===== src/huff_mem_pkg.sv =====
package huff_mem_pkg;

    localparam int unsigned char_w    = 8;     // one input character
    localparam int unsigned word_w    = 32;    // sram word, count or code word
    localparam int unsigned addr_w    = 12;    // byte address into the sram
    localparam int unsigned mem_depth = 1024;  // words, so 4 KB of byte space

    // region bases in byte space, 256 chars x 4 bytes each
    localparam logic [addr_w-1:0] hist_base = 12'd0;     // frequency counts
    localparam logic [addr_w-1:0] cb_base   = 12'd1024;  // code words

    // sequencer access phases
    typedef enum logic [2:0] {
        IDLE,       // waiting for a request
        READ,       // r_en strobe
        WRITE,      // wr_en strobe
        WAITREAD,   // sram output settles
        WAITWRITE,  // write lands
        DONE_R,     // capture rdata
        DONE_WR     // write finished
    } seq_state_e;

    // owner of the access in flight, also picks the region base
    typedef enum logic [1:0] {
        CL_NONE,    // no access in flight
        CL_HIST,    // histogram block
        CL_CB       // codebook block
    } client_e;

    // histogram opcodes
    typedef enum logic [1:0] {
        HOP_COUNT,  // read, add one with saturation, write back
        HOP_READ,   // read only
        HOP_CLEAR   // write zero
    } hist_op_e;

endpackage


===== src/mem_client_if.sv =====
`timescale 1ns/10ps

// one client's path into the sram sequencer
interface mem_client_if import huff_mem_pkg::*; ();

    logic              req;    // level, held until done
    logic              we;     // 1 write, 0 read
    logic [char_w-1:0] index;  // character, scaled to a byte address by the server
    logic [word_w-1:0] wdata;  // write payload
    logic [word_w-1:0] rdata;  // read result, valid with done
    logic              done;   // one cycle, ends the access

    modport client (
        output req, we, index, wdata,
        input  rdata, done
    );

    modport server (
        input  req, we, index, wdata,
        output rdata, done
    );

endinterface


===== src/sram_bus_if.sv =====
`timescale 1ns/10ps

// sequencer to sram model
interface sram_bus_if import huff_mem_pkg::*; ();

    logic [addr_w-1:0] addr;   // byte address, low two bits ignored
    logic [word_w-1:0] wdata;  // write data
    logic              r_en;   // one cycle read strobe
    logic              wr_en;  // one cycle write strobe
    logic [word_w-1:0] rdata;  // registered read data

    modport controller (
        output addr, wdata, r_en, wr_en,
        input  rdata
    );

    modport memory (
        input  addr, wdata, r_en, wr_en,
        output rdata
    );

endinterface


===== src/sram_sequencer.sv =====
`timescale 1ns/10ps

module sram_sequencer import huff_mem_pkg::*; (
    input logic           clk,
    input logic           rst,
    mem_client_if.server  hist_mem,
    mem_client_if.server  cb_mem,
    sram_bus_if.controller bus
);

    seq_state_e        state;      // access phase
    seq_state_e        next_state;
    client_e           owner;      // who owns the access in flight
    client_e           sel;        // arbitration result in IDLE
    logic              sel_we;     // write request from the winner
    logic              grant_ok;   // no done pulse on the wires
    logic [addr_w-1:0] base;       // region base of the owner
    logic [char_w-1:0] idx;        // owner's character
    logic [word_w-1:0] rdata_q;    // captured read result
    logic              hist_done_q;
    logic              cb_done_q;

    // a done pulse means the client still holds req this cycle, so skip it
    assign grant_ok = !hist_mem.done && !cb_mem.done;

    // fixed priority, histogram first
    always_comb begin
        if (!grant_ok) begin
            sel = CL_NONE;
        end else if (hist_mem.req) begin
            sel = CL_HIST;
        end else if (cb_mem.req) begin
            sel = CL_CB;
        end else begin
            sel = CL_NONE;
        end
        sel_we = (sel == CL_CB) ? cb_mem.we : hist_mem.we;
    end

    // owner picks base, index and write data
    always_comb begin
        case (owner)
            CL_CB: begin
                base      = cb_base;
                idx       = cb_mem.index;
                bus.wdata = cb_mem.wdata;
            end
            default: begin
                base      = hist_base;  // CL_NONE lands here too, no strobe then
                idx       = hist_mem.index;
                bus.wdata = hist_mem.wdata;
            end
        endcase
    end

    // base plus four times index
    assign bus.addr  = base + {{(addr_w-char_w-2){1'b0}}, idx, 2'b00};
    assign bus.r_en  = (state == READ);
    assign bus.wr_en = (state == WRITE);

    always_comb begin
        next_state = state;
        case (state)
            IDLE: begin
                if (sel != CL_NONE) begin
                    next_state = sel_we ? WRITE : READ;
                end
            end
            READ:      next_state = WAITREAD;
            WRITE:     next_state = WAITWRITE;
            WAITREAD:  next_state = DONE_R;
            WAITWRITE: next_state = DONE_WR;
            DONE_R:    next_state = IDLE;
            DONE_WR:   next_state = IDLE;
            default:   next_state = IDLE;
        endcase
    end

    always_ff @(posedge clk or posedge rst) begin
        if (rst) begin
            state       <= IDLE;
            owner       <= CL_NONE;
            hist_done_q <= 1'b0;
            cb_done_q   <= 1'b0;
        end else begin
            state       <= next_state;
            hist_done_q <= 1'b0;  // pulses only
            cb_done_q   <= 1'b0;
            if (state == IDLE && sel != CL_NONE) begin
                owner <= sel;  // captured with the request
            end
            if (state == DONE_R || state == DONE_WR) begin
                hist_done_q <= (owner == CL_HIST);  // only the owner hears done
                cb_done_q   <= (owner == CL_CB);
                owner       <= CL_NONE;
            end
        end
    end

    // rdata is stable since the cycle after READ
    always_ff @(posedge clk) begin
        if (state == DONE_R) begin
            rdata_q <= bus.rdata;
        end
    end

    assign hist_mem.rdata = rdata_q;  // only meaningful with the owner's done
    assign cb_mem.rdata   = rdata_q;
    assign hist_mem.done  = hist_done_q;
    assign cb_mem.done    = cb_done_q;

endmodule


===== src/flat_wrapper.sv =====
// flat-port wrapper written by rule: the top's interface ports become plain ports
module sram_sequencer_flat import huff_mem_pkg::*;
  (clk, rst, hist_mem_req, hist_mem_we, hist_mem_index, hist_mem_wdata, hist_mem_rdata, hist_mem_done, cb_mem_req, cb_mem_we, cb_mem_index, cb_mem_wdata, cb_mem_rdata, cb_mem_done, bus_addr, bus_wdata, bus_r_en, bus_wr_en, bus_rdata);
  mem_client_if hist_mem_i ();
  mem_client_if cb_mem_i ();
  sram_bus_if bus_i ();
  input logic clk;
  input logic rst;
  input wire logic [$bits(hist_mem_i.req)-1:0] hist_mem_req;
  input wire logic [$bits(hist_mem_i.we)-1:0] hist_mem_we;
  input wire logic [$bits(hist_mem_i.index)-1:0] hist_mem_index;
  input wire logic [$bits(hist_mem_i.wdata)-1:0] hist_mem_wdata;
  output wire logic [$bits(hist_mem_i.rdata)-1:0] hist_mem_rdata;
  output wire logic [$bits(hist_mem_i.done)-1:0] hist_mem_done;
  input wire logic [$bits(cb_mem_i.req)-1:0] cb_mem_req;
  input wire logic [$bits(cb_mem_i.we)-1:0] cb_mem_we;
  input wire logic [$bits(cb_mem_i.index)-1:0] cb_mem_index;
  input wire logic [$bits(cb_mem_i.wdata)-1:0] cb_mem_wdata;
  output wire logic [$bits(cb_mem_i.rdata)-1:0] cb_mem_rdata;
  output wire logic [$bits(cb_mem_i.done)-1:0] cb_mem_done;
  output wire logic [$bits(bus_i.addr)-1:0] bus_addr;
  output wire logic [$bits(bus_i.wdata)-1:0] bus_wdata;
  output wire logic [$bits(bus_i.r_en)-1:0] bus_r_en;
  output wire logic [$bits(bus_i.wr_en)-1:0] bus_wr_en;
  input wire logic [$bits(bus_i.rdata)-1:0] bus_rdata;
  assign hist_mem_i.req = hist_mem_req;
  assign hist_mem_i.we = hist_mem_we;
  assign hist_mem_i.index = hist_mem_index;
  assign hist_mem_i.wdata = hist_mem_wdata;
  assign hist_mem_rdata = hist_mem_i.rdata;
  assign hist_mem_done = hist_mem_i.done;
  assign cb_mem_i.req = cb_mem_req;
  assign cb_mem_i.we = cb_mem_we;
  assign cb_mem_i.index = cb_mem_index;
  assign cb_mem_i.wdata = cb_mem_wdata;
  assign cb_mem_rdata = cb_mem_i.rdata;
  assign cb_mem_done = cb_mem_i.done;
  assign bus_addr = bus_i.addr;
  assign bus_wdata = bus_i.wdata;
  assign bus_r_en = bus_i.r_en;
  assign bus_wr_en = bus_i.wr_en;
  assign bus_i.rdata = bus_rdata;
  sram_sequencer u_core (.clk(clk), .rst(rst), .hist_mem(hist_mem_i), .cb_mem(cb_mem_i), .bus(bus_i));
endmodule

===== config.mk =====
export PLATFORM = sky130hd
export DESIGN_NAME = sram_sequencer_flat
export DESIGN_NICKNAME = d
export VERILOG_FILES = /design/src/huff_mem_pkg.sv /design/src/mem_client_if.sv /design/src/sram_bus_if.sv /design/src/sram_sequencer.sv /design/src/flat_wrapper.sv
export SDC_FILE = /design/constraint.sdc
export NUM_CORES = 1
export LEC_CHECK = 0
export BUFFER_PORTS_ARGS = -buffer_cell sky130_fd_sc_hd__buf_4
export CAP_MARGIN = 20
export CORE_ASPECT_RATIO = 1.2
export CORE_MARGIN = 2
export CORE_UTILIZATION = 30
export DETAILED_ROUTE_END_ITERATION = 6
export PLACE_DENSITY = 0.75
export SKIP_CTS_REPAIR_TIMING = 1
export SYNTH_ARGS = -nofsm -noshare
export SYNTH_HDL_FRONTEND = slang
export SYNTH_SLANG_ARGS = --single-unit
export TNS_END_PERCENT = 30

===== constraint.sdc =====
create_clock -name clk -period 11.3 [get_ports clk]
set_clock_uncertainty 0.2 [all_clocks]
set_input_delay 2.26 -clock clk [delete_from_list [all_inputs] [get_ports clk]]
set_output_delay 2.26 -clock clk [all_outputs]
set_load 0.02 [all_outputs]

==> out/metrics.yaml <==
cts:
  numCtsBuffers: 5
  htree_levels: 2
  cts.clk_slew.worst_paths_ns: 0.08
  clock_sinks: 39
  insertion_delay_ns: 0.29
  cts_tree: "built"
  root_buffer: "clkbuf_8"
  clockBufferDepth: 2
floorplanning:
  die_area_sq_um: 8400
  initial_core_util_pct: 30.4
  coreArea_sq_um: 7580
  fp-row-count: 35
  dieHeight_microns: 100
  ios: 230
  die_w_microns: 84.0
worst_hold_path:
  min_from: "u_core.owner[1]$_DFFE_PP0P_"
  min_path_type: "reg2reg"
route:
  firstDrtPassIters: 2
  post_drt_wl_per_cell_microns: 14.1
  drt_iter0_drc: 21
  wirelength_microns: 6240
  vias_per_cell: 4.27
  drc: 0
  via_count: 1883
  final_antenna_net_count: 0
power_and_ir_drop:
  power_density_nw_per_um2: 178
  swShare_pct: 36.3
  clkPwrFrac_pct: 16.5
  ir_drop_v: 0.000138
  p_seq_share_pct: 30.4
  p_comb_share_pct: 53.2
  total_leakage_power_uw: 0.00192
  p_sw_uw: 251
  internal_power_uw: 440
grt:
  overflow: 0
  grt_pass1_vias: 1833
  grt_pass1_wl_microns: 8920
  grt_antenna_before_repair: 0
  grt_util_all_layers_pct: 13.6
  grt_max_degree: 42
placement:
  placed_cell_area_sq_um: 3770
  dp_hpwl_microns: 5350
  place_ws_ns: 6.05
  gp_congestion: 0.851
  portBuffers: 226
critical_path:
  crit_slowest_cell: "mux2_4"
  crit_chain: "buf_4 > mux2_4 > buf_4"
  r2r_start: "u_core.state[0]$_DFFE_PP0P_"
  crit_path_max_incr_delay_ns: 0.27
  worstPathArrival_ns: 2.79
  end_kind: "primary output"
  crit_start: "hist_mem_wdata[23]"
  crit_required_ns: 8.84
  critPathKind: "in2out"
  worstPathMaxFanout: 1
  startpoint_type: "input pin"
  crit_top_cell: "buf_4"
finish:
  area_delta_synth_final_pct: 68.5
  drive_gt1_share_pct: 80.5
  final_util_pct: 51.2
  final_common_cell: "buf_4"
  antennaDiodeCount: 0
  fin_area_sq_um: 3880
  final_cell_mix: "228 x buf_4, 38 x mux2_4, 32 x edfxtp_1"
  nets: 466
sta:
  worst_pin_slew_ns: 0.709
  fin_crit_sh_pct: 46.5
  setup_slack_ns: 6.05
  max_freq_ghz: 0.190
  setup_tns_ns: 0
  maxSlewViolCount: 0
  hold_viol: 0
  slew_headroom_pct: 52.7
  setup-violations-final: 0
  rsz0062_at_grt: "no"
  min_period_ns: 5.25
job:
  maxCapViolCount: 0
yosys:
  synth_top_family_by_area: "multiplexers"
  avgSynthCellArea_sq_um: 15.0
  ys_warn_count: 0
  synth_xor_area_share_pct: 0.380
  yosysSeqAreaShare_pct: 49.3
  synthAdderAreaFrac_pct: 0
  ys_types: 27
  ys_ff_latch: 39
  synthMuxAreaShare_pct: 26.2
  syn_inst: 154
  synth-simple-area-share_pct: 5.11
  synth_compound_area_share_pct: 2.28
  netlist_area_sq_um: 2300
run_status:
  status: "complete, no violations"
[registers in the layout, summed over array words and instances, names as in the netlist]
| name | flops |
|---|---|
| u_core.cb_mem.rdata | 32 |
| u_core.state | 3 |
| u_core.owner | 2 |
| u_core.cb_mem.done | 1 |
| u_core.hist_mem.done | 1 |
[layout make-up]
cell class | instances | area, sq um
Clock buffer | 5 | 68.8
Clock inverter | 3 | 38.8
Inverter | 3 | 11.3
Fill cell | 670 | 3690
Multi-Input combinational cell | 71 | 800
Tap cell | 92 | 115
Sequential cell | 39 | 1140
Timing Repair Buffer | 228 | 1710
[metal layers]
metal  GRT usage (%)  vias to the layer above  wire [microns]  part of all wire (%)
li1                -                      898               -                     -
met1            14.2                      830            2080                    33
met2            24.4                      149            3180                    51
met4            4.09                        0              73                   1.2
met5               0                        -               0                     0
met3            6.33                        6             912                    15
[worst max-delay path: cells and delay by family]
| family | cells | cell delay, ns |
|---|---|---|
| buf+inv | 2 | 0.27 |
| mux | 1 | 0.27 |
[synth_stat cells]
| master | count | area (sq um) |
|---|---|---|
| conb_1 | 1 | 3.75 |
| nor3b_1 | 4 | 30.0 |
| buf_2 | 3 | 15.0 |
| and3b_1 | 1 | 8.76 |
| nor2b_1 | 1 | 6.26 |
| a31o_2 | 2 | 17.5 |
| nor3_2 | 1 | 10.0 |
| nor2b_4 | 1 | 13.8 |
| xor2_1 | 1 | 8.76 |
| and3_1 | 2 | 12.5 |
| nand3_1 | 1 | 5.00 |
| inv_1 | 3 | 11.3 |
| o21ai_0 | 2 | 10.0 |
| mux2_2 | 3 | 33.8 |
| buf_6 | 1 | 11.3 |
| nor3_1 | 2 | 10.0 |
| nand2_1 | 1 | 3.75 |
| a21oi_1 | 2 | 10.0 |
| dfrtp_1 | 7 | 175 |
| edfxtp_1 | 32 | 961 |
| mux2_4 | 38 | 571 |
| buf_4 | 35 | 263 |
| nor2_1 | 3 | 11.3 |
| and2_1 | 1 | 6.26 |
| a21boi_0 | 1 | 7.51 |
| a21o_1 | 1 | 7.51 |
| buf_12 | 4 | 80.1 |
[metrics by stage]
step	total power, uW	hold slack, ns	instances
6_report	691	0.283	441
4_1_cts	697	0.284	441
3_3_place_gp	578	0.256	433
3_5_place_dp	585	0.269	433
5_1_grt	726	0.293	441
2_1_floorplan	479	0.231	156
[final timing paths]
kind | slack (ns) | to | depth (start not counted)
max | 6.05 | bus_wdata[23] | 3
min | 0.28 | u_core.hist_mem.done$_DFF_PP0_ | 1
max reg2reg | 9.58 | u_core.cb_mem.rdata[4]$_DFFE_PP_ | 3
min reg2reg | 0.28 | u_core.hist_mem.done$_DFF_PP0_ | 1
max in group asynchronous | 8.99 | u_core.hist_mem.done$_DFF_PP0_ | 2
min in group asynchronous | 1.69 | u_core.owner[1]$_DFFE_PP0P_ | 2
[cells by family (layout without fill, tap and decap cells)]
logic type,Yosys count,in the layout
compound gates,8,8
xor+xnor,1,1
buf+inv,46,239
flops,39,39
mux,41,41
other cells,1,3
simple gates,18,18
[power by group through the flow]
stage	sequential [uW]	clock, uW	combinational, uW
after detailed placement	212	0	372
after floorplan	216	0	263
after CTS	210	115	372
after global routing	214	121	391
after global placement	211	0	366
final	210	114	367
No activity file was read; power rests on OpenSTA's default activity.
