[src/huff_mem_pkg.sv]
package huff_mem_pkg;

    localparam int unsigned char_w    = 8;     // one input character
    localparam int unsigned word_w    = 32;    // sram word, count or code word
    localparam int unsigned addr_w    = 12;    // byte address into the sram
    localparam int unsigned mem_depth = 1024;  // words, so 4 KB of byte space

    // region bases in byte space, 256 chars x 4 bytes each
    localparam logic [addr_w-1:0] hist_base = 12'd0;     // frequency counts
    localparam logic [addr_w-1:0] cb_base   = 12'd1024;  // code words

    // sequencer access phases
    typedef enum logic [2:0] {
        IDLE,       // waiting for a request
        READ,       // r_en strobe
        WRITE,      // wr_en strobe
        WAITREAD,   // sram output settles
        WAITWRITE,  // write lands
        DONE_R,     // capture rdata
        DONE_WR     // write finished
    } seq_state_e;

    // owner of the access in flight, also picks the region base
    typedef enum logic [1:0] {
        CL_NONE,    // no access in flight
        CL_HIST,    // histogram block
        CL_CB       // codebook block
    } client_e;

    // histogram opcodes
    typedef enum logic [1:0] {
        HOP_COUNT,  // read, add one with saturation, write back
        HOP_READ,   // read only
        HOP_CLEAR   // write zero
    } hist_op_e;

endpackage

[src/mem_client_if.sv]
`timescale 1ns/10ps

// one client's path into the sram sequencer
interface mem_client_if import huff_mem_pkg::*; ();

    logic              req;    // level, held until done
    logic              we;     // 1 write, 0 read
    logic [char_w-1:0] index;  // character, scaled to a byte address by the server
    logic [word_w-1:0] wdata;  // write payload
    logic [word_w-1:0] rdata;  // read result, valid with done
    logic              done;   // one cycle, ends the access

    modport client (
        output req, we, index, wdata,
        input  rdata, done
    );

    modport server (
        input  req, we, index, wdata,
        output rdata, done
    );

endinterface

[src/histogram_counter.sv]
`timescale 1ns/10ps

module histogram_counter import huff_mem_pkg::*; (
    input  logic              clk,
    input  logic              rst,
    input  logic              hist_valid,  // strobe, taken while hist_ready
    input  hist_op_e          hist_op,
    input  logic [char_w-1:0] hist_char,
    output logic              hist_ready,
    output logic              hist_done,   // one cycle, hist_count valid
    output logic [word_w-1:0] hist_count,
    mem_client_if.client      mem
);

    typedef enum logic [1:0] {
        H_IDLE,  // ready for a strobe
        H_RD,    // read access in flight
        H_WR,    // write access in flight
        H_DONE   // report
    } hist_state_e;

    hist_state_e       state;
    hist_op_e          op_q;    // opcode of the current operation
    logic [char_w-1:0] char_q;  // character of the current operation
    logic [word_w-1:0] cnt_q;   // value to write and to report
    logic [word_w-1:0] sat_inc; // incremented count, sticks at all ones

    assign sat_inc = (mem.rdata == '1) ? mem.rdata : mem.rdata + word_w'(1);

    always_ff @(posedge clk or posedge rst) begin
        if (rst) begin
            state <= H_IDLE;
        end else begin
            case (state)
                H_IDLE: begin
                    if (hist_valid) begin
                        state <= (hist_op == HOP_CLEAR) ? H_WR : H_RD;  // clear skips the read
                    end
                end
                H_RD: begin
                    if (mem.done) begin
                        state <= (op_q == HOP_COUNT) ? H_WR : H_DONE;
                    end
                end
                H_WR: begin
                    if (mem.done) begin
                        state <= H_DONE;
                    end
                end
                default: state <= H_IDLE;  // H_DONE lasts one cycle
            endcase
        end
    end

    always_ff @(posedge clk) begin
        if (hist_valid && hist_ready) begin
            op_q   <= hist_op;
            char_q <= hist_char;
            cnt_q  <= '0;  // clear writes and reports zero
        end else if (state == H_RD && mem.done) begin
            cnt_q <= (op_q == HOP_COUNT) ? sat_inc : mem.rdata;
        end
    end

    assign hist_ready = (state == H_IDLE);
    assign hist_done  = (state == H_DONE);
    assign hist_count = cnt_q;

    // req stays up across the read to write turn, the server ignores it during done
    assign mem.req   = (state == H_RD) || (state == H_WR);
    assign mem.we    = (state == H_WR);
    assign mem.index = char_q;
    assign mem.wdata = cnt_q;

endmodule

[src/flat_wrapper.sv]
// flat-port wrapper written by rule: the top's interface ports become plain ports
module histogram_counter_flat import huff_mem_pkg::*;
  (clk, rst, hist_valid, hist_op, hist_char, hist_ready, hist_done, hist_count, mem_req, mem_we, mem_index, mem_wdata, mem_rdata, mem_done);
  mem_client_if mem_i ();
  input  logic clk;
  input  logic rst;
  input  logic hist_valid;
  input  hist_op_e hist_op;
  input  logic [char_w-1:0] hist_char;
  output logic hist_ready;
  output logic hist_done;
  output logic [word_w-1:0] hist_count;
  output wire logic [$bits(mem_i.req)-1:0] mem_req;
  output wire logic [$bits(mem_i.we)-1:0] mem_we;
  output wire logic [$bits(mem_i.index)-1:0] mem_index;
  output wire logic [$bits(mem_i.wdata)-1:0] mem_wdata;
  input wire logic [$bits(mem_i.rdata)-1:0] mem_rdata;
  input wire logic [$bits(mem_i.done)-1:0] mem_done;
  assign mem_req = mem_i.req;
  assign mem_we = mem_i.we;
  assign mem_index = mem_i.index;
  assign mem_wdata = mem_i.wdata;
  assign mem_i.rdata = mem_rdata;
  assign mem_i.done = mem_done;
  histogram_counter u_core (.clk(clk), .rst(rst), .hist_valid(hist_valid), .hist_op(hist_op), .hist_char(hist_char), .hist_ready(hist_ready), .hist_done(hist_done), .hist_count(hist_count), .mem(mem_i));
endmodule
[config.mk]
export PLATFORM = sky130hd
export DESIGN_NAME = histogram_counter_flat
export DESIGN_NICKNAME = d
export VERILOG_FILES = /design/src/huff_mem_pkg.sv /design/src/mem_client_if.sv /design/src/histogram_counter.sv /design/src/flat_wrapper.sv
export SDC_FILE = /design/constraint.sdc
export NUM_CORES = 1
export LEC_CHECK = 0
export ABC_CLOCK_PERIOD_IN_PS = 3100
export BUFFER_PORTS_ARGS = -buffer_cell sky130_fd_sc_hd__buf_2
export CAP_MARGIN = 20
export CORE_MARGIN = 2
export CORE_UTILIZATION = 47
export CTS_CLUSTER_DIAMETER = 30
export CTS_CLUSTER_SIZE = 16
export DETAILED_ROUTE_END_ITERATION = 6
export HOLD_SLACK_MARGIN = 0.05
export PLACE_DENSITY = 0.77
export SLEW_MARGIN = 40
export SYNTH_ARGS = -nofsm -noshare
export SYNTH_HDL_FRONTEND = slang
export SYNTH_SLANG_ARGS = --single-unit
[constraint.sdc]
create_clock -name clk -period 3.1 [get_ports clk]
set_clock_uncertainty 0.1 [all_clocks]
set_input_delay 0.62 -clock clk [delete_from_list [all_inputs] [get_ports clk]]
set_output_delay 0.62 -clock clk [all_outputs]
set_load 0.05 [all_outputs]
==> results of run 1 <==
[per-layer routing]
metal  GRT usage  up-vias
li1            -     1290
met1      0.2605     1221
met2      0.3517      122
met3     0.03182       15
met4     0.07759        0
met5           0        -
[final cells by class]
type / count / area (sq um)
multi-input combinational: 202 / 1287
tap: 72 / 90.09
fill: 491 / 2326
timing repair buffer: 127 / 650.6
inverter: 10 / 37.54
clock buffer: 8 / 90.09
sequential: 44 / 991.0
[stage by stage]
stage               cells  power [W]  hold slack, ns  setup WS (ns)
floorplan             305   0.003095          0.2612         0.4564
global placement      455   0.003340          0.3715         0.2792
detailed placement    455   0.003364          0.3737         0.2338
CTS                   463   0.003737         0.05597         0.5416
global route          463   0.003887         0.07184         0.2756
finish                463   0.003718         0.06118         0.4991
[flip-flops by register name, summed over array words and instances (netlist names)]
register / flops
u_core.hist_count: 32
u_core.mem.index: 8
u_core.op_q: 2
u_core.state: 2
[cells in the mapped netlist, drive strengths merged (4+ instances only)]
master | n | area (sq um)
a21oi | 13 | 65.06
a31oi | 19 | 118.9
and3 | 4 | 26.28
and4 | 6 | 55.05
buf | 36 | 266.5
clkbuf | 12 | 65.07
dfxtp | 32 | 640.6
edfxtp | 10 | 300.3
ha | 5 | 62.56
inv | 10 | 37.54
nand2 | 17 | 63.81
nand3 | 13 | 65.06
nand4 | 8 | 50.05
nor2 | 10 | 40.04
nor3 | 8 | 40.04
nor4 | 4 | 40.04
o21ai | 31 | 155.2
o31ai | 12 | 90.09
or3 | 5 | 31.28
or4 | 12 | 91.34
xnor2 | 10 | 87.58
[final timing paths]
path,from,endpoint,slack [ns],depth (start not counted)
max,u_core.op_q[1]$_DFFE_PP_,u_core.hist_count[22]$_SDFFE_PP0P_,0.50,4
min,rst,u_core.state[1]$_DFFE_PP0P_,0.06,2
min reg2reg,u_core.hist_count[25]$_SDFFE_PP0P_,u_core.hist_count[25]$_SDFFE_PP0P_,0.41,2
max in group asynchronous,rst,u_core.state[0]$_DFFE_PP0P_,2.73,2
max reg2reg,u_core.op_q[1]$_DFFE_PP_,u_core.hist_count[22]$_SDFFE_PP0P_,0.50,4
min in group clk,hist_char[6],u_core.mem.index[6]$_DFFE_PP_,0.39,1
[worst register-to-register path, delay by kind of cell (launching register included)]
kind | cells | cell delay, ns
flops | 1 | 0.42
simple gates | 2 | 1.16
compound gates | 2 | 0.78
[where the power goes]
group | total [W] | leakage [nW] | internal (W) | switching, W
combinational | 0.00239 | 0.929 | 0.000509 | 0.00188
clock | 0.000370 | 0.0455 | 0.000182 | 0.000188
sequential | 0.000962 | 0.384 | 0.000820 | 0.000142
[logic make-up after synthesis]
kind of cell               after synthesis  synth area share
buffers and inverters                   59            0.1431
DFF                                     44            0.3729
AOI/OAI and AO/OA                       92            0.2152
and+or+nand+nor                         94            0.2086
xor gates and xnor gates                10           0.03296
adders and majority gates                5           0.02354
muxes                                    1          0.003767
==> results.json, run 1 <==
{
  "fmax_ghz": 0.3845,
  "antenna_found_initial": 0,
  "syn_area_per_cell_sq_um": 8.713,
  "vias": 2648,
  "antenna_left": 0,
  "cap_viol_max_count": 0,
  "yosysSeqAreaShare": 0.3729,
  "dp_hpwl_microns": 5005,
  "start_util": 0.4856,
  "wl_met2_microns": 3286,
  "grt_max_degree": 47,
  "wl_per_cell_microns": 14.52,
  "port_buffers": 121,
  "place_area_sq_mm": 0.003057,
  "drive_gt1_frac": 0.3734,
  "finalInstanceArea_sq_mm": 0.003147,
  "critical_path.slowest_cell": "or4_1",
  "grt_pass1_vias": 2208,
  "core-area_sq_mm": 0.005473,
  "slew_headroom": 0.5275,
  "critical_path_required_ns": 3.15,
  "synth_ff_type": "dfxtp_1",
  "place_congestion": 0.8375,
  "final_cell_mix": "121 x buf_2, 32 x dfxtp_1, 31 x o21ai_0, 19 x a31oi_1, 17 x nand2_1",
  "critical_path_arrival_ns": 2.65,
  "syn_nets": 356,
  "drv_slew": 0,
  "drtIter0Drc": 190,
  "rows": 27,
  "grt-ovfl-total": 0,
  "clock_latency_ns": 0.29,
  "wl_met1_microns": 2821,
  "synth-seq-cells": 44,
  "crit_family": "simple AND/OR/NAND/NOR gates",
  "syn-instance-count": 305,
  "synth.distinct_cells": 50,
  "wl_microns": 6724,
  "setup_viol": 0,
  "hold_path_class": "input port to async pin",
  "die_y_microns": 79.20,
  "p_leak_nw": 1.359,
  "cts_made_buffers": 5,
  "dr.max_layer_used": "met4",
  "antennaDiodeCount": 0,
  "end_kind": "flip-flop",
  "hold_viol_final": 0,
  "grt_pass1_wl_microns": 10270,
  "drc": 0,
  "clockBufferDepth": 2,
  "path_buf_inv": 0,
  "rsz0062_at_grt": "false",
  "ys_warn_count": 0,
  "worstMarginPinSlew_ns": 0.7088,
  "track_usage": 0.2055,
  "powerDensity_mw_per_mm2": 1181,
  "crit_fanout": 15,
  "hold_buffers": 0,
  "postCtsSetupRepairBufs": 0,
  "finalNetCount": 441,
  "cts_tree": "built",
  "root_buffer": "clkbuf_8",
  "clock_sinks": 44,
  "status": "finished, final reports clean",
  "path_clk_slew_ns": 0.08,
  "met3_length_microns": 490,
  "die_width_microns": 79.20,
  "syn_to_final_growth_pct": 18.41,
  "crit_type": "flip-flop to flip-flop",
  "cp-start-kind": "flip-flop",
  "htree_levels": 2,
  "ios": 122,
  "cts-resized-gates": 0,
  "fin_util": 0.5750,
  "peakVddDrop_mv": 0.7436,
  "synth-async-reset-ratio": 0.04545,
  "synth_edf_count": 10,
  "slowest_delay_ns": 0.79,
  "drt_first_pass_iters": 5,
  "syn-cell-area_sq_mm": 0.002658,
  "min_period_ns": 2.601,
  "vias_per_cell": 5.719,
  "die-area_sq_mm": 0.006272,
  "finalCritPeriodShare": 0.8390,
  "crit_path_cell_trace": "or2_2, or4_1, a2111oi_0, a211oi_1",
  "tns_ns": 0,
  "layout_commonest_cell": "buf_2"
}
(Power assumes the default switching activity.)
==> run 2, diff against run 1 <==
- ABC_CLOCK_PERIOD_IN_PS: 3100 -> 2200
- CORE_UTILIZATION: 47 -> 43
- PLACE_DENSITY: 0.77 -> 0.74
- clock period: 3.1 -> 2.2 ns (I/O delays scaled with it)
==> results.json, run 2 (same netlist as run 1, synthesis figures left out) <==
{
  "status": "finished with violations",
  "violations": "setup timing",
  "setup_viol": 16,
  "drc": 0,
  "clockBufferDepth": 2,
  "grt-ovfl-total": 0,
  "grt_pass1_vias": 2551,
  "crit_fanout": 5,
  "peakVddDrop_mv": 0.8434,
  "start_util": 0.4462,
  "path_clk_slew_ns": 0.08,
  "final_cell_mix": "121 x buf_2, 63 x buf_4, 32 x dfxtp_1, 31 x o21ai_0, 18 x a31oi_1",
  "critical_path_arrival_ns": 2.58,
  "dp_hpwl_microns": 5638,
  "crit_type": "flip-flop to flip-flop",
  "cts_made_buffers": 5,
  "rows": 28,
  "dp_slack_ns": -0.4155,
  "use_met3": 0.03913,
  "wl_microns": 7832,
  "antenna_left": 0,
  "drtIter0Drc": 221,
  "powerDensity_mw_per_mm2": 1413,
  "hold_path_class": "input port to flip-flop",
  "die_y_microns": 82.62,
  "drt_first_pass_iters": 4,
  "critical_path_required_ns": 2.33,
  "dp_cells": 514,
  "slew_headroom": 0.4327,
  "final_cells": 529,
  "met1_usage": 0.2865,
  "tns_ns": -2.212,
  "htree_levels": 2,
  "hold_viol_final": 0,
  "rsz0062_at_grt": "true",
  "clock_latency_ns": 0.29,
  "end_kind": "flip-flop",
  "n_fill_cell": 504,
  "cp-start-kind": "flip-flop",
  "finalNetCount": 504,
  "syn_to_final_growth_pct": 46.09,
  "antenna_found_initial": 0,
  "root_buffer": "clkbuf_8",
  "largest_register_ffs": 32,
  "place_area_sq_mm": 0.003546,
  "ios": 122,
  "die_width_microns": 82.62,
  "fmax_ghz": 0.4081,
  "finalInstanceArea_sq_mm": 0.003882,
  "die-area_sq_mm": 0.006825,
  "vias": 2871,
  "port_buffers": 121,
  "drive_gt1_frac": 0.5220,
  "busiest_layer": "met2",
  "cts_tree": "built",
  "met2_usage": 0.3903,
  "layout_commonest_cell": "buf_2",
  "grt_max_degree": 38,
  "fin_util": 0.6519,
  "seq_area_sq_um": 991.0,
  "wl_per_cell_microns": 14.81,
  "multi_input_area_sq_mm": 0.001510,
  "core-area_sq_mm": 0.005956,
  "min_period_ns": 2.450,
  "drv_slew": 0,
  "place_congestion": 0.8516,
  "worstMarginPinSlew_ns": 0.8445,
  "vias_per_cell": 5.427,
  "layout_setup_ws_ns": -0.2503,
  "antennaDiodeCount": 0,
  "finalCritPeriodShare": 1.114,
  "grt_pass1_wl_microns": 11900,
  "track_usage": 0.2278,
  "p_leak_nw": 1.744,
  "clock_sinks": 44,
  "cap_viol_max_count": 0
}
==> run 2: area by class of cell <==
cell class	count	share of cell area
inverter	10	0.009668
clock buffer	6	0.01869
timing repair buffer	189	0.2942
multi-input combinational	203	0.3890
sequential	44	0.2552
clock inverter	2	0.009024
tap	75	0.02417
==> run 2: worst paths after layout <==
check                                                           to  cells after the start  slack (ns)                          startpoint
worst max-delay path            u_core.hist_count[29]$_SDFFE_PP0P_                      5       -0.25            u_core.op_q[1]$_DFFE_PP_
worst min-delay path                 u_core.mem.index[6]$_DFFE_PP_                      1        0.21                        hist_char[6]
worst max register to register  u_core.hist_count[29]$_SDFFE_PP0P_                      5       -0.25            u_core.op_q[1]$_DFFE_PP_
worst min register to register  u_core.hist_count[24]$_SDFFE_PP0P_                      2        0.40  u_core.hist_count[24]$_SDFFE_PP0P_
max in group asynchronous              u_core.state[0]$_DFFE_PP0P_                      3        1.47                                 rst
min in group asynchronous              u_core.state[1]$_DFFE_PP0P_                      3        0.42                                 rst
==> run 2: stage by stage <==
| step | total power (W) | hold slack (ns) |
|---|---|---|
| after floorplan | 0.004363 | 0.08118 |
| after global placement | 0.004793 | 0.1881 |
| after detailed placement | 0.004844 | 0.1971 |
| after CTS | 0.005476 | 0.2071 |
| after global routing | 0.005774 | 0.1989 |
| final | 0.005487 | 0.2103 |
==> run 2: power by group <==
part / switching [W] / internal [W]
clock network: 0.000269 / 0.000337
logic: 0.00271 / 0.000816
registers: 0.000196 / 0.00116
==> run 2: critical path: stages (launching register included) <==
cell,delay (ns)
edfxtp_1,0.40
or3b_1,0.41
or4_4,0.43
a311o_2,0.44
or4_4,0.49
a31oi_1,0.13
==> run 2: repair_timing <==
item | 4_1_cts | 5_1_grt
resized for setup | 12 | 23
endpoints found under the hold margin | 2 | 0
hold buffers | 1 | 0
gates cloned | 1 | 0
buffers inserted | 5 | 3
pin swaps | 14 | 23
endpoints found under the setup margin | 18 | 26
==> run 2: per-layer routing <==
layer  up-vias  wire (microns)
li1       1429               -
met1      1331            3322
met2       101            3920
met3        10             454
met4         0             135
met5         -               0
