### src/huff_mem_pkg.sv
package huff_mem_pkg;

    localparam int unsigned char_w    = 8;     // one input character
    localparam int unsigned word_w    = 32;    // sram word, count or code word
    localparam int unsigned addr_w    = 12;    // byte address into the sram
    localparam int unsigned mem_depth = 1024;  // words, so 4 KB of byte space

    // region bases in byte space, 256 chars x 4 bytes each
    localparam logic [addr_w-1:0] hist_base = 12'd0;     // frequency counts
    localparam logic [addr_w-1:0] cb_base   = 12'd1024;  // code words

    // sequencer access phases
    typedef enum logic [2:0] {
        IDLE,       // waiting for a request
        READ,       // r_en strobe
        WRITE,      // wr_en strobe
        WAITREAD,   // sram output settles
        WAITWRITE,  // write lands
        DONE_R,     // capture rdata
        DONE_WR     // write finished
    } seq_state_e;

    // owner of the access in flight, also picks the region base
    typedef enum logic [1:0] {
        CL_NONE,    // no access in flight
        CL_HIST,    // histogram block
        CL_CB       // codebook block
    } client_e;

    // histogram opcodes
    typedef enum logic [1:0] {
        HOP_COUNT,  // read, add one with saturation, write back
        HOP_READ,   // read only
        HOP_CLEAR   // write zero
    } hist_op_e;

endpackage

### src/mem_client_if.sv
`timescale 1ns/10ps

// one client's path into the sram sequencer
interface mem_client_if import huff_mem_pkg::*; ();

    logic              req;    // level, held until done
    logic              we;     // 1 write, 0 read
    logic [char_w-1:0] index;  // character, scaled to a byte address by the server
    logic [word_w-1:0] wdata;  // write payload
    logic [word_w-1:0] rdata;  // read result, valid with done
    logic              done;   // one cycle, ends the access

    modport client (
        output req, we, index, wdata,
        input  rdata, done
    );

    modport server (
        input  req, we, index, wdata,
        output rdata, done
    );

endinterface

### src/codebook_store.sv
`timescale 1ns/10ps

module codebook_store import huff_mem_pkg::*; (
    input  logic              clk,
    input  logic              rst,
    input  logic              cb_wr_valid,  // write strobe, wins over trn_valid
    input  logic [char_w-1:0] cb_char,
    input  logic [word_w-1:0] cb_code,
    input  logic              trn_valid,    // translate strobe
    input  logic [char_w-1:0] trn_char,
    output logic              cb_ready,
    output logic              trn_done,     // one cycle, code_word valid
    output logic [word_w-1:0] code_word,
    mem_client_if.client      mem
);

    typedef enum logic [1:0] {
        C_IDLE,  // free
        C_WR,    // storing a code word
        C_RD,    // looking one up
        C_DONE   // translation result out
    } cb_state_e;

    cb_state_e         state;
    logic [char_w-1:0] char_q;   // character in flight
    logic [word_w-1:0] wcode_q;  // code word to store

    always_ff @(posedge clk or posedge rst) begin
        if (rst) begin
            state <= C_IDLE;
        end else begin
            case (state)
                C_IDLE: begin
                    if (cb_wr_valid) begin
                        state <= C_WR;
                    end else if (trn_valid) begin
                        state <= C_RD;
                    end
                end
                C_WR:    state <= mem.done ? C_IDLE : C_WR;  // ready comes back next cycle
                C_RD:    state <= mem.done ? C_DONE : C_RD;
                default: state <= C_IDLE;
            endcase
        end
    end

    always_ff @(posedge clk) begin
        if (cb_ready && cb_wr_valid) begin
            char_q  <= cb_char;
            wcode_q <= cb_code;
        end else if (cb_ready && trn_valid) begin
            char_q <= trn_char;  // dropped if a write came in the same cycle
        end
        if (state == C_RD && mem.done) begin
            code_word <= mem.rdata;
        end
    end

    assign cb_ready  = (state == C_IDLE);
    assign trn_done  = (state == C_DONE);
    assign mem.req   = (state == C_WR) || (state == C_RD);
    assign mem.we    = (state == C_WR);
    assign mem.index = char_q;
    assign mem.wdata = wcode_q;

endmodule

### src/flat_wrapper.sv
// flat-port wrapper written by rule: the top's interface ports become plain ports
module codebook_store_flat import huff_mem_pkg::*;
  (clk, rst, cb_wr_valid, cb_char, cb_code, trn_valid, trn_char, cb_ready, trn_done, code_word, mem_req, mem_we, mem_index, mem_wdata, mem_rdata, mem_done);
  mem_client_if mem_i ();
  input  logic clk;
  input  logic rst;
  input  logic cb_wr_valid;
  input  logic [char_w-1:0] cb_char;
  input  logic [word_w-1:0] cb_code;
  input  logic trn_valid;
  input  logic [char_w-1:0] trn_char;
  output logic cb_ready;
  output logic trn_done;
  output logic [word_w-1:0] code_word;
  output wire logic [$bits(mem_i.req)-1:0] mem_req;
  output wire logic [$bits(mem_i.we)-1:0] mem_we;
  output wire logic [$bits(mem_i.index)-1:0] mem_index;
  output wire logic [$bits(mem_i.wdata)-1:0] mem_wdata;
  input wire logic [$bits(mem_i.rdata)-1:0] mem_rdata;
  input wire logic [$bits(mem_i.done)-1:0] mem_done;
  assign mem_req = mem_i.req;
  assign mem_we = mem_i.we;
  assign mem_index = mem_i.index;
  assign mem_wdata = mem_i.wdata;
  assign mem_i.rdata = mem_rdata;
  assign mem_i.done = mem_done;
  codebook_store u_core (.clk(clk), .rst(rst), .cb_wr_valid(cb_wr_valid), .cb_char(cb_char), .cb_code(cb_code), .trn_valid(trn_valid), .trn_char(trn_char), .cb_ready(cb_ready), .trn_done(trn_done), .code_word(code_word), .mem(mem_i));
endmodule
### config.mk
export PLATFORM = sky130hd
export DESIGN_NAME = codebook_store_flat
export DESIGN_NICKNAME = d
export VERILOG_FILES = /design/src/huff_mem_pkg.sv /design/src/mem_client_if.sv /design/src/codebook_store.sv /design/src/flat_wrapper.sv
export SDC_FILE = /design/constraint.sdc
export NUM_CORES = 1
export LEC_CHECK = 0
export ABC_AREA = 1
export ABC_CLOCK_PERIOD_IN_PS = 2600
export BUFFER_PORTS_ARGS = -buffer_cell sky130_fd_sc_hd__buf_2
export CORE_MARGIN = 1
export CORE_UTILIZATION = 41
export CTS_CLUSTER_SIZE = 8
export DETAILED_ROUTE_END_ITERATION = 7
export MAX_ROUTING_LAYER = met4
export PLACE_DENSITY = 0.78
export SETUP_SLACK_MARGIN = 0.02
export SLEW_MARGIN = 0
export SYNTH_ARGS = -nofsm -noshare
export SYNTH_HDL_FRONTEND = slang
export SYNTH_SLANG_ARGS = --single-unit
### constraint.sdc
create_clock -name clk -period 2.6 [get_ports clk]
set_input_delay 0.13 -clock clk [delete_from_list [all_inputs] [get_ports clk]]
set_output_delay 0.13 -clock clk [all_outputs]
set_load 0.005 [all_outputs]
==> impl_metrics.toml, run 1 <==
[clocking]
cts_hold_buffers = 65
cts.clk_slew.worst_paths_ns = 0.08
cts_root_buf = "clkbuf_8"
post_cts_buffers = 0
cts_resized = 0
tritoncts.num_buffers = 9
clkLatencyLatePin_ns = 0.34
clock-sinks = 74
clockBufferDepth = 2
cts.htree.levels = 3
cts_tree = "yes"

[final_layout]
fillerInstances = 365
antenna-diode-count = 0
drive_gt1_share_pct = 48.5
final_cell_mix = "buf_2, edfxtp_1, dlygate4sd3_1, nand2_1, clkbuf_8"
final_common_cell = "buf_2"
syn_to_final_growth_pct = 70.2
final_net_count = 452

[detailed_routing]
dr.pass1.iters = 5
drtIter0Drc = 83
wire_per_inst_um = 15.6
vias_per_cell = 4.46
vias = 1957
ant_nets = 0
wirelength_um = 6840
drc = 0

[placed_design]
io_buffers = 160
place.gp.congestion = 0.755
dp.final_hpwl_um = 4010

[worst_setup_path]
crit_fanout = 36
end_kind = "flip-flop"
critical_path_class = "flip-flop to flip-flop"
critPathLaunchType = "flip-flop"
r2r-end = "u_core.mem.index[0]"
cp.required_ns = 2.68
arrival_ns = 1.99
reg2regPathDepth = 7
ff2ff_setup_slack_ns = 0.68
startpoint = "u_core.state[0]"
reg2reg_from = "u_core.state[0]"

[sta]
skew_ns = 0.00955
fin_crit_ns = 1.92
slew_violations = 0
setup_viol = 0
tightest_slew_ns = 0.442
max_freq_mhz = 522
whs_ns = 0.0616
slew_headroom_pct = 70.5
finalHoldViolCount = 0
rsz0062_at_grt = "no"
setup_tns_ns = 0
post-route-period-util_pct = 73.7

[grt]
grt_use_met2_pct = 42.0
grt_max_degree = 37
grt_pass1_vias = 1980
use_met3_pct = 5.71
grt.busiest_layer = "met2"
antenna_found_initial = 0
grtUsageMet1_pct = 22.4
grt_usage_pct = 23.1
overflow = 0
grt_pass1_wl_um = 9900

[die]
die_w_um = 79.5
die_h_um = 79.5
rows = 27
ioPinCount = 161
core_sq_um = 5640
start_util_pct = 43.6
die_area_sq_um = 6320

[power]
irDropWorstVdd_v = 0.000573
leakagePower_nw = 1.88
powerDensity_nw_per_um2 = 781

[synth]
synth_top_area_share_pct = 87.8
syn_nets = 215
netlist_instances = 126
synth_top_cells_by_area = "edfxtp_1, nand2_1, dfrtp_1"
synth-seq-cells = 74
synth_area_per_cell_sq_um = 19.5
ys_seq_area_share_pct = 89.9
synth_top_cell_by_area = "edfxtp_1"
syn_area_sq_um = 2460
ys_warn_count = 0
ys_types = 12

[min_path]
holdPathEnd = "u_core.mem.index[6]"
hp-start = "cb_char[6]"
worstHoldPathType = "input port to flip-flop"
hold_path_depth = 3

[status]
status = "finished, final reports clean"

[job]
maxCapViolations = 0
==> cells in the mapped netlist <==
| cell type | instances |
|---|---|
| clkinv_1 | 1 |
| ha_1 | 4 |
| dfrtp_1 | 2 |
| nand2_2 | 1 |
| nand3_2 | 1 |
| inv_1 | 5 |
| a21oi_1 | 1 |
| nand3_1 | 1 |
| buf_6 | 1 |
| nand2_1 | 35 |
| nor2_1 | 2 |
| edfxtp_1 | 72 |
==> stage by stage <==
stage	setup WS (ns)	utilization (%)	power, mW	instance area (sq um)	instances
6_report	0.685	74.2	3.27	4190	439
3_5_place_dp	0.720	59.5	2.36	3360	359
3_3_place_gp	0.832	59.5	2.33	3360	359
5_1_grt	0.548	74.2	3.44	4190	439
2_1_floorplan	0.518	-	2.01	2460	126
4_1_cts	0.707	74.2	3.26	4190	439
==> power breakdown <==
part | leakage (nW) | total, mW | internal, mW | switching (mW)
clock | 0.0967 | 0.845 | 0.433 | 0.411
sequential | 0.695 | 1.69 | 1.62 | 0.0736
combinational | 1.09 | 0.737 | 0.325 | 0.412
==> registers in the layout (all words and copies together) (netlist names) <==
signal            cells
u_core.state          2
u_core.code_word     32
u_core.mem.index      8
u_core.mem.wdata     32
==> kinds of logic (layout without fill, tap and decap cells) <==
kind of cell | count (synthesis) | after routing | share of synthesized area, %
AOI/OAI and AO/OA | 1 | 1 | 0.203
adders and majority gates | 4 | 4 | 2.03
buffers and inverters | 7 | 248 | 1.37
DFF | 74 | 74 | 89.9
and+or+nand+nor | 40 | 40 | 6.51
==> critical path: stages (launching register included) <==
cell      delay (ns)
dfrtp_1         0.42
inv_1           0.09
ha_1            0.28
nand2_2         0.21
clkinv_1        0.17
buf_4           0.30
nand2_1         0.10
nand2_1         0.08
==> worst max path at each step <==
| stage | to | slack [ns] | cells after the start |
|---|---|---|---|
| floorplan | u_core.mem.wdata[0] | 0.52 | 4 |
| global placement | u_core.mem.wdata[11] | 0.83 | 5 |
| detailed placement | u_core.mem.index[0] | 0.72 | 7 |
| CTS | u_core.mem.index[0] | 0.71 | 7 |
| global route | u_core.mem.index[0] | 0.55 | 7 |
| finish | u_core.mem.index[0] | 0.68 | 7 |
==> area by class of cell <==
type / instances / area (sq um) / share of cell area, %
multi-input combinational: 45 / 215 / 5.14
tap: 72 / 90.1 / 2.15
inverter: 6 / 22.5 / 0.538
clock inverter: 6 / 57.6 / 1.37
sequential: 74 / 2210 / 52.8
clock buffer: 9 / 124 / 2.96
timing repair buffer: 227 / 1470 / 35.0
==> per-layer routing <==
layer	share of wire, %	vias to the layer above
li1	-	924
met1	33	919
met2	58	97
met3	6.5	17
met4	2.2	0
met5	0	-
(Power assumes the default switching activity.)
==> inputs of run 2 (changes only) <==
ABC_CLOCK_PERIOD_IN_PS = 1600   (was 2600)
CORE_UTILIZATION = 37   (was 41)
PLACE_DENSITY = 0.75   (was 0.78)
clock period = 1.6 ns   (was 2.6 ns; I/O delays follow)
==> run 2 against run 1 <==
  * Die area up 11%
  * Sequential power up 63%
  * Non-clock buffer count is 2 higher
  * First-iteration DRC count decreased by 22%
  * Critical path depth fell by 2
  * Critical path type unchanged
  * Critical endpoint is now u_core.mem.wdata[28]
  * Global-route usage fell by 3.1 points
  * Cell area grew 1.4%
  * Clock skew down 0.0066 ns
  * Largest cell class unchanged
  * Setup slack got worse by 0.55 ns
  * Register-to-register slack worse by 0.55 ns
  * Via count about the same
  * Highest routed layer unchanged
  * Sequential share of layout area decreased by 0.73 points
==> impl_metrics.toml, run 2 (synthesis gave the netlist of run 1 again) <==
[clocking]
clockBufferDepth = 2
cts_root_buf = "clkbuf_8"
tritoncts.num_buffers = 9
cts_tree = "yes"
clock-sinks = 74
clkLatencyLatePin_ns = 0.33
cts.htree.levels = 3
post_cts_buffers = 0
cts.clk_slew.worst_paths_ns = 0.07

[min_path]
hold_path_depth = 3
worstHoldPathType = "input port to flip-flop"
hp-start = "cb_char[0]"

[final_layout]
antenna-diode-count = 0
final_net_count = 454
final_cell_mix = "buf_2, edfxtp_1, dlygate4sd3_1, nand2_1, clkbuf_8"
layout.cells.non_filler = 447
final_common_cell = "buf_2"
drive_gt1_share_pct = 49.2
syn_to_final_growth_pct = 72.5

[power]
irDropWorstVdd_v = 0.00102
internal-power_mw = 3.80
power_frac_seq_pct = 52.1
powerDensity_nw_per_um2 = 1240
clock_power_share_pct = 22.8
p_comb_share_pct = 25.1
swShare_pct = 27.8
leakagePower_nw = 1.88
netSwitchingPower_mw = 1.47

[die]
die_h_um = 83.6
die_area_sq_um = 6980
start_util_pct = 38.5
core_sq_um = 6390
ioPinCount = 161
rows = 29
die_w_um = 83.6

[placed_design]
place.gp.congestion = 0.739
dp.final_hpwl_um = 3930
dp.cells = 365
io_buffers = 160

[grt]
grt_usage_pct = 20.0
antenna_found_initial = 0
grt_pass1_vias = 2003
overflow = 0
grt_max_degree = 33
grt_pass1_wl_um = 10000

[worst_setup_path]
cp.depth = 5
cp.required_ns = 1.64
arrival_ns = 1.50
crit_fanout = 29
reg2reg_from = "u_core.state[1]"
path_cells = "inv_1 > ha_4 > nand2_2 > clkinv_4 > buf_16"
max_stage_delay_ns = 0.41
critPathTopFamily = "buffers and inverters"
reg2regPathDepth = 5
critPathLaunchType = "flip-flop"
startpoint = "u_core.state[1]"
crit_buf_inv = 3
critical_path_class = "flip-flop to flip-flop"
end_kind = "flip-flop"
slowest_stage = "dfrtp_1"

[job]
maxCapViolations = 0

[sta]
tightest_slew_ns = 0.325
slew_headroom_pct = 78.3
post-route-period-util_pct = 91.6
max_freq_mhz = 682
setup_viol = 0
fin_crit_ns = 1.47
rsz0062_at_grt = "no"
setup_tns_ns = 0
slew_violations = 0
finalHoldViolCount = 0
skew_ns = 0.00294

[detailed_routing]
vias_per_cell = 4.38
vias = 1958
wirelength_um = 6490
wire_per_inst_um = 14.5
ant_nets = 0
dr.pass1.iters = 4
drtIter0Drc = 65
drc = 0

[status]
status = "finished, final reports clean"
==> run 2: cell types whose count changed in the layout (fill, tap and decap cells not counted), sizes merged <==
cell         before  now
clkinvlp          0    2
buf             162  163
bufinv            1    0
clkbuf            9   10
dlygate4sd3      65   66
inv               6    5
==> run 2: power by group through the flow <==
| stage | combinational [mW] | clock (mW) | sequential [mW] |
|---|---|---|---|
| CTS | 1.28 | 1.23 | 2.74 |
| detailed placement | 1.14 | 0 | 2.78 |
| floorplan | 0.455 | 0 | 2.82 |
| finish | 1.32 | 1.20 | 2.75 |
| global route | 1.47 | 1.31 | 2.78 |
| global placement | 1.11 | 0 | 2.77 |
==> run 2: final timing paths <==
kind | end | slack [ns]
setup reg to reg | u_core.mem.wdata[28] | 0.13
hold reg to reg | u_core.state[1] | 0.53
hold / removal | u_core.mem.index[0] | 0.01
setup / recovery | u_core.mem.wdata[28] | 0.13
max in group asynchronous | u_core.state[1] | 1.37
min in group asynchronous | u_core.state[0] | 0.13
==> run 2: repair_timing <==
action | CTS | global route
resized for setup | 1 | 3
endpoints found under the setup margin | 29 | 37
hold endpoints to repair | 67 | 0
hold buffers | 66 | 0
==> run 2: cell type report <==
type,instances,area [sq um]
sequential,74,2210
tap,77,96.3
multi-input combinational,45,230
clock inverter,6,32.5
inverter,6,31.3
fill,466,2140
timing repair buffer,229,1520
clock buffer,10,128
==> run 2: per-layer routing <==
layer | track usage, % | vias to the layer above | share of wire [%]
met5 | - | - | 0
met4 | 10.5 | 0 | 3.0
met3 | 5.04 | 20 | 7.1
met2 | 36.2 | 107 | 54
met1 | 19.8 | 898 | 35
li1 | - | 933 | -
==> run 2: worst register-to-register path, stage by stage, from the launching register on <==
cell      delay [ns]
dfrtp_1         0.41
inv_1           0.14
ha_4            0.18
nand2_2         0.10
clkinv_4        0.12
buf_16          0.20
==> run 2: through the flow <==
| stage | cell area, sq um | power, mW | hold slack, ns | worst slack [ns] | util (%) |
|---|---|---|---|---|---|
| final | 4250 | 5.27 | 0.0136 | 0.134 | 66.5 |
| after global routing | 4250 | 5.56 | 0.0130 | 0.0508 | 66.5 |
| after CTS | 4230 | 5.26 | 0.000355 | 0.0618 | 66.2 |
| after detailed placement | 3410 | 3.92 | -0.0690 | 0.0279 | 53.3 |
| after global placement | 3410 | 3.87 | -0.0722 | 0.104 | 53.3 |
| after floorplan | 2470 | 3.27 | -0.179 | 0.0415 | - |
